### src/common/vga_pkg.sv
package vga_pkg;

    // rgb444 colour, red in the top nibble
    typedef logic [11:0] pixel_t;

    // colour table index, all ones marks a see-through pixel
    typedef logic [3:0] cidx_t;

    // pattern table address {row, column}
    typedef logic [5:0] paddr_t;

    // screen coordinate, wide enough for any counter or position
    typedef logic [9:0] coord_t;

    // sprite edge in pixels, tied to the 64-entry pattern table
    localparam int unsigned SPRITE_SIZE = 8;

    // transparent colour index
    localparam cidx_t CIDX_TRANSPARENT = '1;

    // what a register write lands on
    typedef enum logic [2:0] {
        TGT_PTABLE = 3'd0,  // pattern table entry
        TGT_CTABLE = 3'd1,  // colour table entry
        TGT_POS_X  = 3'd2,  // sprite left edge
        TGT_POS_Y  = 3'd3,  // sprite top edge
        TGT_BG     = 3'd4   // background colour
    } reg_target_e;

    // one write on the register port
    typedef struct packed {
        reg_target_e target;
        logic [5:0]  index;  // 6 bits used for pattern, low 4 for colour
        logic [11:0] data;   // colour, index in [3:0] or coordinate
    } reg_wr_t;

    // table update strobe from the register block to the sprite store
    typedef struct packed {
        logic        ptable_we;
        logic        ctable_we;
        logic [5:0]  index;
        logic [11:0] data;
    } tbl_wr_t;

    // sprite controller states
    typedef enum logic [1:0] {
        S_IDLE     = 2'd0,  // waiting for the next frame
        S_WAIT_ROW = 2'd1,  // frame armed, waiting for a sprite line
        S_DRAW     = 2'd2,  // inside the sprite box on this line
        S_ROW_DONE = 2'd3   // one sprite row finished
    } sprite_state_e;

endpackage : vga_pkg

### src/vga/vga_timing.sv
`timescale 1ns/1ns

module vga_timing
    import vga_pkg::*;
#(
    parameter int unsigned H_ACTIVE = 32,
    parameter int unsigned H_FRONT  = 2,
    parameter int unsigned H_SYNC   = 4,
    parameter int unsigned H_BACK   = 2,
    parameter int unsigned V_ACTIVE = 24,
    parameter int unsigned V_FRONT  = 1,
    parameter int unsigned V_SYNC   = 2,
    parameter int unsigned V_BACK   = 1
) (
    input  logic   clk_i,
    input  logic   rst_n_i,

    output coord_t h_cnt_o,
    output coord_t v_cnt_o,
    output logic   active_o,
    output logic   vblank_o,
    output logic   frame_start_o,
    output logic   hsync_n_o,
    output logic   vsync_n_o
);

    localparam int unsigned H_TOTAL = H_ACTIVE + H_FRONT + H_SYNC + H_BACK;
    localparam int unsigned V_TOTAL = V_ACTIVE + V_FRONT + V_SYNC + V_BACK;

    // sync windows, pulse starts right after the front porch
    localparam int unsigned H_SYNC_BEG = H_ACTIVE + H_FRONT;
    localparam int unsigned H_SYNC_END = H_SYNC_BEG + H_SYNC;
    localparam int unsigned V_SYNC_BEG = V_ACTIVE + V_FRONT;
    localparam int unsigned V_SYNC_END = V_SYNC_BEG + V_SYNC;

    coord_t h_cnt_q;
    coord_t v_cnt_q;
    logic   h_last;  // last column of a line
    logic   v_last;  // last line of a frame

    assign h_last = (h_cnt_q == coord_t'(H_TOTAL - 1));
    assign v_last = (v_cnt_q == coord_t'(V_TOTAL - 1));

    // column counter, wraps every line
    always_ff @(posedge clk_i) begin
        if (!rst_n_i) begin
            h_cnt_q <= '0;
        end else if (h_last) begin
            h_cnt_q <= '0;
        end else begin
            h_cnt_q <= h_cnt_q + 1'b1;
        end
    end

    // line counter, steps at the end of each line
    always_ff @(posedge clk_i) begin
        if (!rst_n_i) begin
            v_cnt_q <= '0;
        end else if (h_last) begin
            if (v_last) begin
                v_cnt_q <= '0;
            end else begin
                v_cnt_q <= v_cnt_q + 1'b1;
            end
        end
    end

    assign h_cnt_o = h_cnt_q;
    assign v_cnt_o = v_cnt_q;

    // flags are pure decodes of the counters, aligned with them
    assign active_o      = (h_cnt_q < coord_t'(H_ACTIVE)) && (v_cnt_q < coord_t'(V_ACTIVE));
    assign vblank_o      = (v_cnt_q >= coord_t'(V_ACTIVE));  // whole lines, porches included
    assign frame_start_o = (h_cnt_q == '0) && (v_cnt_q == '0);

    // syncs are active low
    assign hsync_n_o = !((h_cnt_q >= coord_t'(H_SYNC_BEG)) && (h_cnt_q < coord_t'(H_SYNC_END)));
    assign vsync_n_o = !((v_cnt_q >= coord_t'(V_SYNC_BEG)) && (v_cnt_q < coord_t'(V_SYNC_END)));

endmodule : vga_timing

### src/vga/vga_sprite_ctrl.sv
`timescale 1ns/1ns

module vga_sprite_ctrl
    import vga_pkg::*;
#(
    parameter int unsigned H_ACTIVE = 32,
    parameter int unsigned V_ACTIVE = 24
) (
    input  logic   clk_i,
    input  logic   rst_n_i,

    input  coord_t h_cnt_i,
    input  coord_t v_cnt_i,
    input  logic   active_i,
    input  logic   frame_start_i,

    input  coord_t sprite_x_i,
    input  coord_t sprite_y_i,

    output logic   sprite_rd_o,
    output logic   ptr_clr_o
);

    sprite_state_e state_q, state_d;
    coord_t        pos_x_q, pos_y_q;  // position frozen for the current frame
    logic [2:0]    row_q;             // sprite rows already drawn

    coord_t        cur_x, cur_y;      // position in effect this cycle
    logic [2:0]    cur_row;
    logic          armed;             // frame is live, sprite may still show
    logic          row_hit, col_hit;
    logic          last_col;

    // at frame start the registers still hold last frame, so take the live inputs
    assign cur_x   = frame_start_i ? sprite_x_i : pos_x_q;
    assign cur_y   = frame_start_i ? sprite_y_i : pos_y_q;
    assign cur_row = frame_start_i ? 3'd0 : row_q;

    assign armed   = (state_q != S_IDLE) || frame_start_i;
    assign row_hit = (v_cnt_i == cur_y + coord_t'(cur_row)) && (v_cnt_i < coord_t'(V_ACTIVE));
    assign col_hit = (h_cnt_i >= cur_x) && (h_cnt_i < cur_x + coord_t'(SPRITE_SIZE))
                   && (h_cnt_i < coord_t'(H_ACTIVE));
    assign last_col = (h_cnt_i == cur_x + coord_t'(SPRITE_SIZE - 1));

    // one read per pixel inside the 8x8 box, none while reset holds the counters at 0
    assign sprite_rd_o = armed && row_hit && col_hit && active_i && rst_n_i;
    assign ptr_clr_o   = frame_start_i;  // realign the store every frame

    always_comb begin
        state_d = state_q;
        case (state_q)
            S_IDLE: begin
                if (frame_start_i) begin
                    state_d = sprite_rd_o ? S_DRAW : S_WAIT_ROW;
                end
            end
            S_WAIT_ROW: begin
                if (sprite_rd_o) begin
                    state_d = S_DRAW;  // first column of the row
                end else if (v_cnt_i >= coord_t'(V_ACTIVE)) begin
                    state_d = S_IDLE;  // band missed, give up until next frame
                end
            end
            S_DRAW: begin
                if (!sprite_rd_o || last_col) begin
                    state_d = S_ROW_DONE;
                end
            end
            S_ROW_DONE: begin
                state_d = (row_q == 3'd7) ? S_IDLE : S_WAIT_ROW;
            end
            default: state_d = S_IDLE;
        endcase
        // a new frame always restarts the walk
        if (frame_start_i && state_q != S_IDLE) begin
            state_d = sprite_rd_o ? S_DRAW : S_WAIT_ROW;
        end
    end

    always_ff @(posedge clk_i) begin
        if (!rst_n_i) begin
            state_q <= S_IDLE;
            pos_x_q <= '0;
            pos_y_q <= '0;
            row_q   <= '0;
        end else begin
            state_q <= state_d;
            if (frame_start_i) begin
                pos_x_q <= sprite_x_i;  // sampled once, no shear mid-frame
                pos_y_q <= sprite_y_i;
                row_q   <= '0;
            end else if (state_q == S_ROW_DONE) begin
                row_q <= row_q + 1'b1;  // wraps to 0 after row 7
            end
        end
    end

endmodule : vga_sprite_ctrl

### src/sprite/vga_sprite.sv
`timescale 1ns/1ns

module vga_sprite
    import vga_pkg::*;
(
    input  logic    clk_i,
    input  logic    rst_n_i,

    // from the sprite controller
    input  logic    read_i,
    input  logic    clr_i,

    // from the register block
    input  tbl_wr_t tbl_wr_i,

    output pixel_t  pixel_o,
    output logic    transparent_o
);

    // 16 colours shared by every sprite pixel
    pixel_t color_table [16];

    // 8x8 sprite, one colour index per pixel, row major
    cidx_t  pattern_table [64];

    paddr_t read_ptr_q;
    cidx_t  cur_idx;  // index of the pixel under the pointer

    // power-up contents, red ramp and repeating index pattern
    initial begin
        for (int i = 0; i < 16; i++) begin
            color_table[i] = pixel_t'(i * 256);
        end
        for (int i = 0; i < 64; i++) begin
            pattern_table[i] = cidx_t'(i % 16);
        end
    end

    always_ff @(posedge clk_i) begin
        if (tbl_wr_i.ctable_we) begin
            color_table[tbl_wr_i.index[3:0]] <= tbl_wr_i.data;  // only 16 entries
        end
    end

    always_ff @(posedge clk_i) begin
        if (tbl_wr_i.ptable_we) begin
            pattern_table[tbl_wr_i.index] <= tbl_wr_i.data[3:0];
        end
    end

    // pointer walks the pattern table once per frame, 63 wraps to 0
    always_ff @(posedge clk_i) begin
        if (!rst_n_i) begin
            read_ptr_q <= '0;
        end else if (clr_i) begin
            read_ptr_q <= read_i ? paddr_t'(1) : '0;  // a read can land on the clear cycle
        end else if (read_i) begin
            read_ptr_q <= read_ptr_q + 1'b1;
        end
    end

    // two-level lookup, pattern gives the index and the table gives the colour
    assign cur_idx       = pattern_table[read_ptr_q];
    assign pixel_o       = color_table[cur_idx];
    assign transparent_o = (cur_idx == CIDX_TRANSPARENT);

endmodule : vga_sprite

### src/logic/vga_regs.sv
`timescale 1ns/1ns

module vga_regs
    import vga_pkg::*;
#(
    parameter int unsigned H_ACTIVE = 32,
    parameter int unsigned V_ACTIVE = 24
) (
    input  logic    clk_i,
    input  logic    rst_n_i,

    // write port
    input  logic    wr_valid_i,
    input  reg_wr_t wr_i,
    output logic    wr_ready_o,

    input  logic    vblank_i,

    output tbl_wr_t tbl_wr_o,
    output coord_t  sprite_x_o,
    output coord_t  sprite_y_o,
    output pixel_t  bg_colour_o
);

    // largest positions that keep the whole sprite on screen
    localparam int unsigned MAX_X = H_ACTIVE - SPRITE_SIZE;
    localparam int unsigned MAX_Y = V_ACTIVE - SPRITE_SIZE;

    logic xfer;  // write handshake completes this cycle

    // compare on the full 12 bits so large values do not wrap into range
    function automatic coord_t clamp_pos(input logic [11:0] val, input int unsigned lim);
        if (val > 12'(lim)) begin
            return coord_t'(lim);
        end
        return coord_t'(val);
    endfunction

    // tables only change between frames
    assign wr_ready_o = vblank_i;
    assign xfer       = wr_valid_i && wr_ready_o;

    // single-cycle strobe into the sprite store
    always_comb begin
        tbl_wr_o           = '0;
        tbl_wr_o.index     = wr_i.index;
        tbl_wr_o.data      = wr_i.data;
        tbl_wr_o.ptable_we = xfer && (wr_i.target == TGT_PTABLE);
        tbl_wr_o.ctable_we = xfer && (wr_i.target == TGT_CTABLE);
    end

    always_ff @(posedge clk_i) begin
        if (!rst_n_i) begin
            sprite_x_o  <= '0;
            sprite_y_o  <= '0;
            bg_colour_o <= '0;
        end else if (xfer) begin
            case (wr_i.target)
                TGT_POS_X: sprite_x_o  <= clamp_pos(wr_i.data, MAX_X);
                TGT_POS_Y: sprite_y_o  <= clamp_pos(wr_i.data, MAX_Y);
                TGT_BG:    bg_colour_o <= wr_i.data;
                default:   ;  // table targets go out on tbl_wr_o
            endcase
        end
    end

endmodule : vga_regs

### src/vga/vga_top.sv
`timescale 1ns/1ns

module vga_top
    import vga_pkg::*;
#(
    parameter int unsigned H_ACTIVE = 32,
    parameter int unsigned H_FRONT  = 2,
    parameter int unsigned H_SYNC   = 4,
    parameter int unsigned H_BACK   = 2,
    parameter int unsigned V_ACTIVE = 24,
    parameter int unsigned V_FRONT  = 1,
    parameter int unsigned V_SYNC   = 2,
    parameter int unsigned V_BACK   = 1
) (
    input  logic    clk_i,
    input  logic    rst_n_i,

    input  logic    wr_valid_i,
    input  reg_wr_t wr_i,
    output logic    wr_ready_o,

    output pixel_t  rgb_o,
    output logic    hsync_n_o,
    output logic    vsync_n_o
);

    coord_t  h_cnt, v_cnt;
    logic    active, vblank, frame_start;
    logic    hsync_n, vsync_n;        // raw syncs before the output register
    coord_t  sprite_x, sprite_y;
    pixel_t  bg_colour;
    tbl_wr_t tbl_wr;
    logic    sprite_rd, ptr_clr;
    pixel_t  spr_pixel;
    logic    spr_transparent;
    pixel_t  rgb_d;

    vga_timing #(
        .H_ACTIVE(H_ACTIVE), .H_FRONT(H_FRONT), .H_SYNC(H_SYNC), .H_BACK(H_BACK),
        .V_ACTIVE(V_ACTIVE), .V_FRONT(V_FRONT), .V_SYNC(V_SYNC), .V_BACK(V_BACK)
    ) timing_i (
        .clk_i(clk_i), .rst_n_i(rst_n_i),
        .h_cnt_o(h_cnt), .v_cnt_o(v_cnt), .active_o(active), .vblank_o(vblank),
        .frame_start_o(frame_start), .hsync_n_o(hsync_n), .vsync_n_o(vsync_n)
    );

    vga_regs #(.H_ACTIVE(H_ACTIVE), .V_ACTIVE(V_ACTIVE)) regs_i (
        .clk_i(clk_i), .rst_n_i(rst_n_i),
        .wr_valid_i(wr_valid_i), .wr_i(wr_i), .wr_ready_o(wr_ready_o),
        .vblank_i(vblank), .tbl_wr_o(tbl_wr),
        .sprite_x_o(sprite_x), .sprite_y_o(sprite_y), .bg_colour_o(bg_colour)
    );

    vga_sprite_ctrl #(.H_ACTIVE(H_ACTIVE), .V_ACTIVE(V_ACTIVE)) ctrl_i (
        .clk_i(clk_i), .rst_n_i(rst_n_i),
        .h_cnt_i(h_cnt), .v_cnt_i(v_cnt), .active_i(active), .frame_start_i(frame_start),
        .sprite_x_i(sprite_x), .sprite_y_i(sprite_y),
        .sprite_rd_o(sprite_rd), .ptr_clr_o(ptr_clr)
    );

    vga_sprite sprite_i (
        .clk_i(clk_i), .rst_n_i(rst_n_i),
        .read_i(sprite_rd), .clr_i(ptr_clr), .tbl_wr_i(tbl_wr),
        .pixel_o(spr_pixel), .transparent_o(spr_transparent)
    );

    // sprite over background, black in blanking
    assign rgb_d = (sprite_rd && !spr_transparent) ? spr_pixel :
                   active                          ? bg_colour : '0;

    // colour and syncs leave together, one cycle behind the counters
    always_ff @(posedge clk_i) begin
        if (!rst_n_i) begin
            rgb_o     <= '0;
            hsync_n_o <= 1'b1;
            vsync_n_o <= 1'b1;
        end else begin
            rgb_o     <= rgb_d;
            hsync_n_o <= hsync_n;
            vsync_n_o <= vsync_n;
        end
    end

endmodule : vga_top

### config.mk
export PLATFORM = sky130hd
export DESIGN_NAME = vga_top
export DESIGN_NICKNAME = d
export VERILOG_FILES = /design/src/common/vga_pkg.sv /design/src/vga/vga_timing.sv /design/src/vga/vga_sprite_ctrl.sv /design/src/sprite/vga_sprite.sv /design/src/logic/vga_regs.sv /design/src/vga/vga_top.sv
export SDC_FILE = /design/constraint.sdc
export NUM_CORES = 1
export LEC_CHECK = 0
export ABC_AREA = 1
export ABC_CLOCK_PERIOD_IN_PS = 6200
export BUFFER_PORTS_ARGS = -buffer_cell sky130_fd_sc_hd__buf_4
export CAP_MARGIN = 20
export CORE_AREA = 5 5 310 282
export DETAILED_ROUTE_END_ITERATION = 10
export DIE_AREA = 0 0 315 287
export PLACE_DENSITY_LB_ADDON = 0.15
export SLEW_MARGIN = 20
export SYNTH_ARGS = -nofsm -noshare
export SYNTH_HDL_FRONTEND = slang
export SYNTH_SLANG_ARGS = --single-unit
export TNS_END_PERCENT = 20
### constraint.sdc
create_clock -name clk_i -period 6.2 [get_ports clk_i]
set_clock_uncertainty 0.2 [all_clocks]
set_input_delay 1.24 -clock clk_i [delete_from_list [all_inputs] [get_ports clk_i]]
set_output_delay 1.24 -clock clk_i [all_outputs]
set_load 0.01 [all_outputs]
**Word level (Yosys, flattened, before mapping)**

Memory sizes are Yosys's and may differ from the RTL's. A register that Yosys moved wholly into a read port is not among the register bits.
Index checks and enable logic that the tools add are counted.

- Flip-flop bits (word level): 97
- Output and inout port bits: 15
- Memories: 2
- Bits of input ports: 24
- Bits in writable memories: 448

- Order comparisons: 11
- Reductions and logical operators: 34
- Muxes and demuxes: 35
- Bitwise logic cells: 1
- Equality and inequality tests: 16
- Add/sub/neg operators: 7

Memories:

| memory | words | width | rd ports | clocked after memory_dff | write ports | RTL line | RTL |
|---|---|---|---|---|---|---|---|
| sprite_i.pattern_table | 64 | 4 | 1 | 1 | 1 | vga_sprite.sv:24 | `cidx_t pattern_table [64];` |
| sprite_i.color_table | 16 | 12 | 1 | 0 | 1 | vga_sprite.sv:21 | `pixel_t color_table [16];` |

Operators with widths:

| operator | count |
|---|---|
| 10-bit two-way mux | 7 |
| 12-bit by 5-bit greater-than comparator with 1-bit output, second input constant | 2 |
| 12-bit two-way mux | 2 |
| 6-bit two-way mux | 4 |
| 10-bit by 1-bit adder with 10-bit output, second input constant | 2 |
| 10-bit equality test | 2 |
| 10-bit by 5-bit greater-or-equal comparator with 1-bit output, second input constant | 2 |
| 10-bit zero test | 2 |
| 10-bit by 5-bit < comparator with 1-bit output, second input constant | 2 |
| 10-bit by 6-bit < comparator with 1-bit output, second input constant | 2 |
| 1-bit logical AND | 16 |
| 1-bit two-way mux | 14 |
| 2-bit two-way mux | 6 |
| 10-bit by 3-bit adder with 10-bit output | 1 |
| 10-bit by 3-bit adder with 10-bit output, second input constant | 1 |
| 10-bit by 4-bit adder with 10-bit output, second input constant | 1 |
| 10-bit by 5-bit equality test with 1-bit output, second input constant | 1 |
| 10-bit by 6-bit equality test with 1-bit output, second input constant | 1 |
| 10-bit greater-or-equal comparator | 1 |
| 10-bit by 6-bit greater-or-equal comparator with 1-bit output, second input constant | 1 |
| 10-bit < comparator | 1 |
| 2-bit case mux with 4 select lines | 1 |
| 6-bit by 1-bit adder with 6-bit output, second input constant | 1 |
| 3-bit by 2-bit equality test with 1-bit output, second input constant | 2 |
| 18 further kinds | 29 |

**Longest topological paths before layout**

- Depth after elaboration: 15
- Depth in mapped cells: 31
- Gate-level depth less buffers: 29

**Modules after synthesis**

A second synthesis with hierarchy kept.

- Cells, all modules: 2,738
- Area total of the unflattened synthesis: 25,792.2 µm²

Modules (own cells, without submodules):

| module | sequential area each (µm²) | times used | cells each | area an instance (µm²) |
|---|---|---|---|---|
| vga_sprite | 13,693.1 | 1 | 1,768 | 19,691.4 |
| vga_sprite_ctrl | 500.5 | 1 | 481 | 2,765.2 |
| vga_regs | 640.6 | 1 | 189 | 1,420.1 |
| vga_timing | 400.4 | 1 | 190 | 1,233.7 |
| vga_top | 280.3 | 1 | 110 | 681.9 |

**Least setup slack after synthesis**

No wires, ideal clock.

- Kind: flip-flop to flip-flop
- From: register timing_i.v_cnt_q[0] (netlist: timing_i.v_cnt_o[0])
- To: register rgb_o[0]
- Data arrival time: 3.697 ns
- Path buffers: 2
- Library setup time: 0.109 ns
- Stages on the path, launching flop included: 30
- Required time: 5.891 ns
- Setup slack: 2.194 ns
- Cell sequence: dfxtp_1 inv_1 ha_1 nand3_1 nor2_2 nand3_2 buf_2 inv_1 or2_2 inv_1 a21oi_1 ha_1 fa_1 xnor2_1 nand2_1 nor2_1 nand2_1 nor2_1 nand2_1 a21oi_1 nand3_1 nor2_1 nand2_1 nor2_4 nand3_4 buf_6 nor2_2 nand3_1 nand2_1 inv_1

- Word-level cells in the longest chain between the ends: 12

RTL lines:

| item | RTL line | RTL |
|---|---|---|
| start: declaration | vga_timing.sv:37 | `coord_t v_cnt_q;` |
| start signal: assignment | vga_timing.sv:63 | `v_cnt_q <= v_cnt_q + 1'b1;` |
| 10-bit zero test | vga_timing.sv:74 | `assign frame_start_o = (h_cnt_q == '0) && (v_cnt_q == '0);` |
| 1-bit logical AND | vga_timing.sv:74 |  |
| 10-bit two-way mux | n/a |  |
| net ctrl_i.cur_y[0] | vga_sprite_ctrl.sv:28 | `coord_t cur_x, cur_y;` |
| 10-bit by 3-bit adder with 10-bit output | vga_sprite_ctrl.sv:40 | `assign row_hit = (v_cnt_i == cur_y + coord_t'(cur_row)) && (v_cnt_i < coord_t'(V_ACTIVE));` |
| 10-bit equality test | vga_sprite_ctrl.sv:40 |  |
| 1-bit logical AND | vga_sprite_ctrl.sv:40 |  |
| 1-bit logical AND (4 in a row) | vga_sprite_ctrl.sv:46 | `assign sprite_rd_o = armed && row_hit && col_hit && active_i && rst_n_i;` |
| 1-bit logical AND | vga_top.sv:68 | `assign rgb_d = (sprite_rd && !spr_transparent) ? spr_pixel :` |
| 12-bit two-way mux | vga_top.sv:68 |  |
| end signal: assignment | vga_top.sv:78 | `rgb_o <= rgb_d;` |
| end: declaration | vga_top.sv:22 | `output pixel_t rgb_o,` |

The timed path passes the listed nets, and every way through them passes these cells.
A chain may end at the register's enable or synchronous reset.

**Final worst setup path**

- From: register timing_i.v_cnt_q[1] (netlist: timing_i.v_cnt_o[1])
- To: register rgb_o[7]

- Word-level cells in the longest chain between the ends: 12

RTL lines:

| item | RTL line | RTL |
|---|---|---|
| 10-bit zero test * | vga_timing.sv:74 |  |
| 1-bit logical AND * | vga_timing.sv:74 |  |
| 10-bit two-way mux * | n/a |  |
| net ctrl_i.cur_x[3] | vga_sprite_ctrl.sv:28 |  |
| 10-bit by 4-bit adder with 10-bit output | vga_sprite_ctrl.sv:41 | `assign col_hit = (h_cnt_i >= cur_x) && (h_cnt_i < cur_x + coord_t'(SPRITE_SIZE))` |
| 10-bit < comparator | vga_sprite_ctrl.sv:41 |  |
| 1-bit logical AND * | vga_sprite_ctrl.sv:41 |  |
| 1-bit logical AND * | vga_sprite_ctrl.sv:42 | `&& (h_cnt_i < coord_t'(H_ACTIVE));` |
| 1-bit logical AND * (3 in a row) | vga_sprite_ctrl.sv:46 |  |
| 1-bit logical AND * | vga_top.sv:68 |  |
| 12-bit two-way mux * | vga_top.sv:68 |  |

The timed path passes the listed nets; every way through them passes the cells marked *.

==> flow_metrics.tcl <==
set metrics [dict create \
    status "completed" \
    synth_edf_count 448 \
    clk_pin_slew_ns 0.06 \
    antenna_found_initial 0 \
    drc 0 \
    worst_setup_path_start_kind "register" \
    final_cells 3701 \
    vias 17700 \
    worst_pin_slew_ns 0.907 \
    synth_nets 2555 \
    grtUsageTotal 0.152 \
    clock.fmax_ghz 0.197 \
    wl_met3_um 2870 \
    async_flop_share 0 \
    synth-seq-cells 551 \
    gr-total-overflow 0 \
    dp_cells 3587 \
    std_cell_rows 101 \
    num_antenna_cells 0 \
    die-area_sq_mm 0.0904 \
    drv_cap 0 \
    max_stage_delay_ns 0.38 \
    powerDensity_mw_per_mm2 296 \
    ys_seq_area_frac 0.623 \
    synthesis.area_sq_mm 0.0249 \
    fp.coreArea_sq_mm 0.0837 \
    final_cell_mix "nand2_1, edfxtp_1, nand3_1" \
    io_pins 39 \
    synthCells 2500 \
    synth_warnings 0 \
    cts_root_buf "clkbuf_16" \
    cts_resized 0 \
    cts_sinks 551 \
    vias_per_cell 4.78 \
    area_delta_synth_final_pct 14.3 \
    wirelength_um 70400 \
    nets 2573 \
    required_ns 6.54 \
    grt_max_degree 77 \
    fin_setup_tns_ns 0 \
    ant_nets 0 \
    die_h_um 287 \
    gp_congestion 0.808 \
    synth_cell_type_count 49 \
    drt_pass1_iterations 5 \
    slew_violations 0 \
    initial_core_util 0.298 \
    arrival_ns 5.42 \
    synth_ff_type "edfxtp_1" \
    highest_layer "met4" \
    timing.final.ws_setup_ns 1.12 \
    critPathKind "reg -> reg" \
    grt_pass1_vias 17400 \
    wire_per_inst_um 19.0 \
    critPathMaxFanout 24 \
    finalCritPeriodShare 0.820 \
    grt_pass1_wl_um 107000 \
    port_buffers 38 \
    drive_above_1_share 0.107 \
    cts_max_level 2 \
    cts_tree "yes" \
    endpoint_kind "register" \
    setup_violations 0 \
    finalHoldViolCount 0 \
    met1Wirelength_um 34100 \
    cts_hold_buf 0 \
    crit_path_top_delay_cell "nand3_4" \
    dp_hpwl_um 44600 \
    fp.dieW_um 315 \
    dp_slack_ns 1.07 \
    vdd_drop_max_v 0.000228 \
    cts_made_buffers 61 \
    drtIter0Drc 1415 \
    path_common_cell "nand2_1" \
    final_common_cell "nand2_1" \
    avgSynthCellArea_sq_um 9.96 \
    fillers 8584 \
    leakagePower_nw 10.6 \
    fin_crit_ns 5.08 \
    clock_latency_ns 0.64 \
    cts_buffer_depth 3 \
    route.met2.wl_um 32200 \
    hold_class "reg -> reg" \
    max_slew_margin 0.394 \
    grt_setup_unrepaired "false" \
    post_cts_buffers 0 \
    holdWs_ns 0.242 \
]
-- flip-flops by register name, indices dropped and copies added (netlist names), named ones only --
name and cells:
sprite_i.color_table 192, ctrl_i.row_q 3, regs_i.sprite_x_o 10, timing_i.v_cnt_o 10, ctrl_i.pos_y_q 10, regs_i.bg_colour_o 12
vsync_n_o 1, ctrl_i.pos_x_q 10, timing_i.h_cnt_o 10, sprite_i.pattern_table 256, ctrl_i.state_q 2, regs_i.sprite_y_o 10
rgb_o 12, sprite_i.read_ptr_q 6, hsync_n_o 1
-- cells in the mapped netlist (3+ instances only) --
library cell	number	area, sq um
a211oi_1	4	30.0
a21oi_1	68	340
a21oi_2	12	105
buf_2	40	200
buf_4	18	135
buf_6	7	78.8
clkbuf_1	50	188
clkinv_1	4	15.0
dfxtp_1	103	2060
edfxtp_1	448	13500
ha_1	30	375
inv_1	223	837
inv_2	8	30.0
nand2_1	553	2080
nand2_2	14	87.6
nand2_4	3	33.8
nand3_1	341	1710
nand3_2	11	110
nand3_4	4	70.1
nand3b_1	75	563
nand4_1	14	87.6
nor2_1	234	878
nor2_2	17	106
nor2_4	6	67.6
nor3_1	32	160
nor3b_1	5	37.5
nor4_1	4	25.0
o211ai_1	3	22.5
o21ai_0	89	445
o21ai_1	6	30.0
o21bai_1	3	22.5
o22ai_1	40	250
xnor2_1	4	35.0
xor2_1	8	70.1
-- cell families after synthesis --
logic type / Yosys count / share of synthesized area
compound gates: 234 / 0.0534
fa+ha+maj: 31 / 0.0159
buf+inv: 354 / 0.0603
flops: 551 / 0.623
xor+xnor: 12 / 0.00422
simple gates: 1318 / 0.243
-- worst paths after layout --
| path | slack, ns | from | cells past startpoint | endpoint |
|---|---|---|---|---|
| setup / recovery | 1.12 | timing_i.v_cnt_o[1] | 28 | rgb_o[7] |
| hold / removal | 0.24 | regs_i.bg_colour_o[1] | 2 | regs_i.bg_colour_o[1] |
| setup reg to reg | 1.12 | timing_i.v_cnt_o[1] | 28 | rgb_o[7] |
| hold reg to reg | 0.24 | regs_i.bg_colour_o[1] | 2 | regs_i.bg_colour_o[1] |
-- critical path: cells and delay by family, from the launching register on --
| family | cells | cell delay (ns) |
|---|---|---|
| adder cells (fa/ha/maj) | 3 | 0.74 |
| AND/OR/NAND/NOR | 19 | 2.77 |
| flip-flops | 1 | 0.36 |
| AO/OA/AOI/OAI | 2 | 0.36 |
| buffers and inverters | 3 | 0.39 |
| XOR/XNOR | 1 | 0.13 |
-- per-layer routing --
metal | GRT usage | vias to the layer above
met5 | 0 | -
met4 | 0.0307 | 0
met3 | 0.0218 | 83
met2 | 0.244 | 373
met1 | 0.220 | 8667
li1 | - | 8552
-- per-stage QoR --
stage	cell area [sq um]	util	power (mW)
final	28500	0.340	8.43
after global routing	28500	0.340	8.76
after CTS	28400	0.340	8.54
after detailed placement	26400	0.315	4.84
after global placement	26400	0.315	4.84
after floorplan	24900	-	4.57
-- report_power, final --
part           switching (mW)  internal (mW)
clock                    1.54           2.14
sequential             0.0212           4.01
combinational           0.530          0.193
-- cell type report --
type / count / area (sq um) / share of cell area
clock buffers: 71 / 1600 / 0.0560
clock inverters: 42 / 443 / 0.0156
inverters: 237 / 895 / 0.0314
multi-input cells: 1595 / 8040 / 0.282
flip-flops and latches: 551 / 15500 / 0.545
well taps: 1133 / 1420 / 0.0498
repair buffers: 72 / 557 / 0.0196
(Power assumes the default switching activity.)
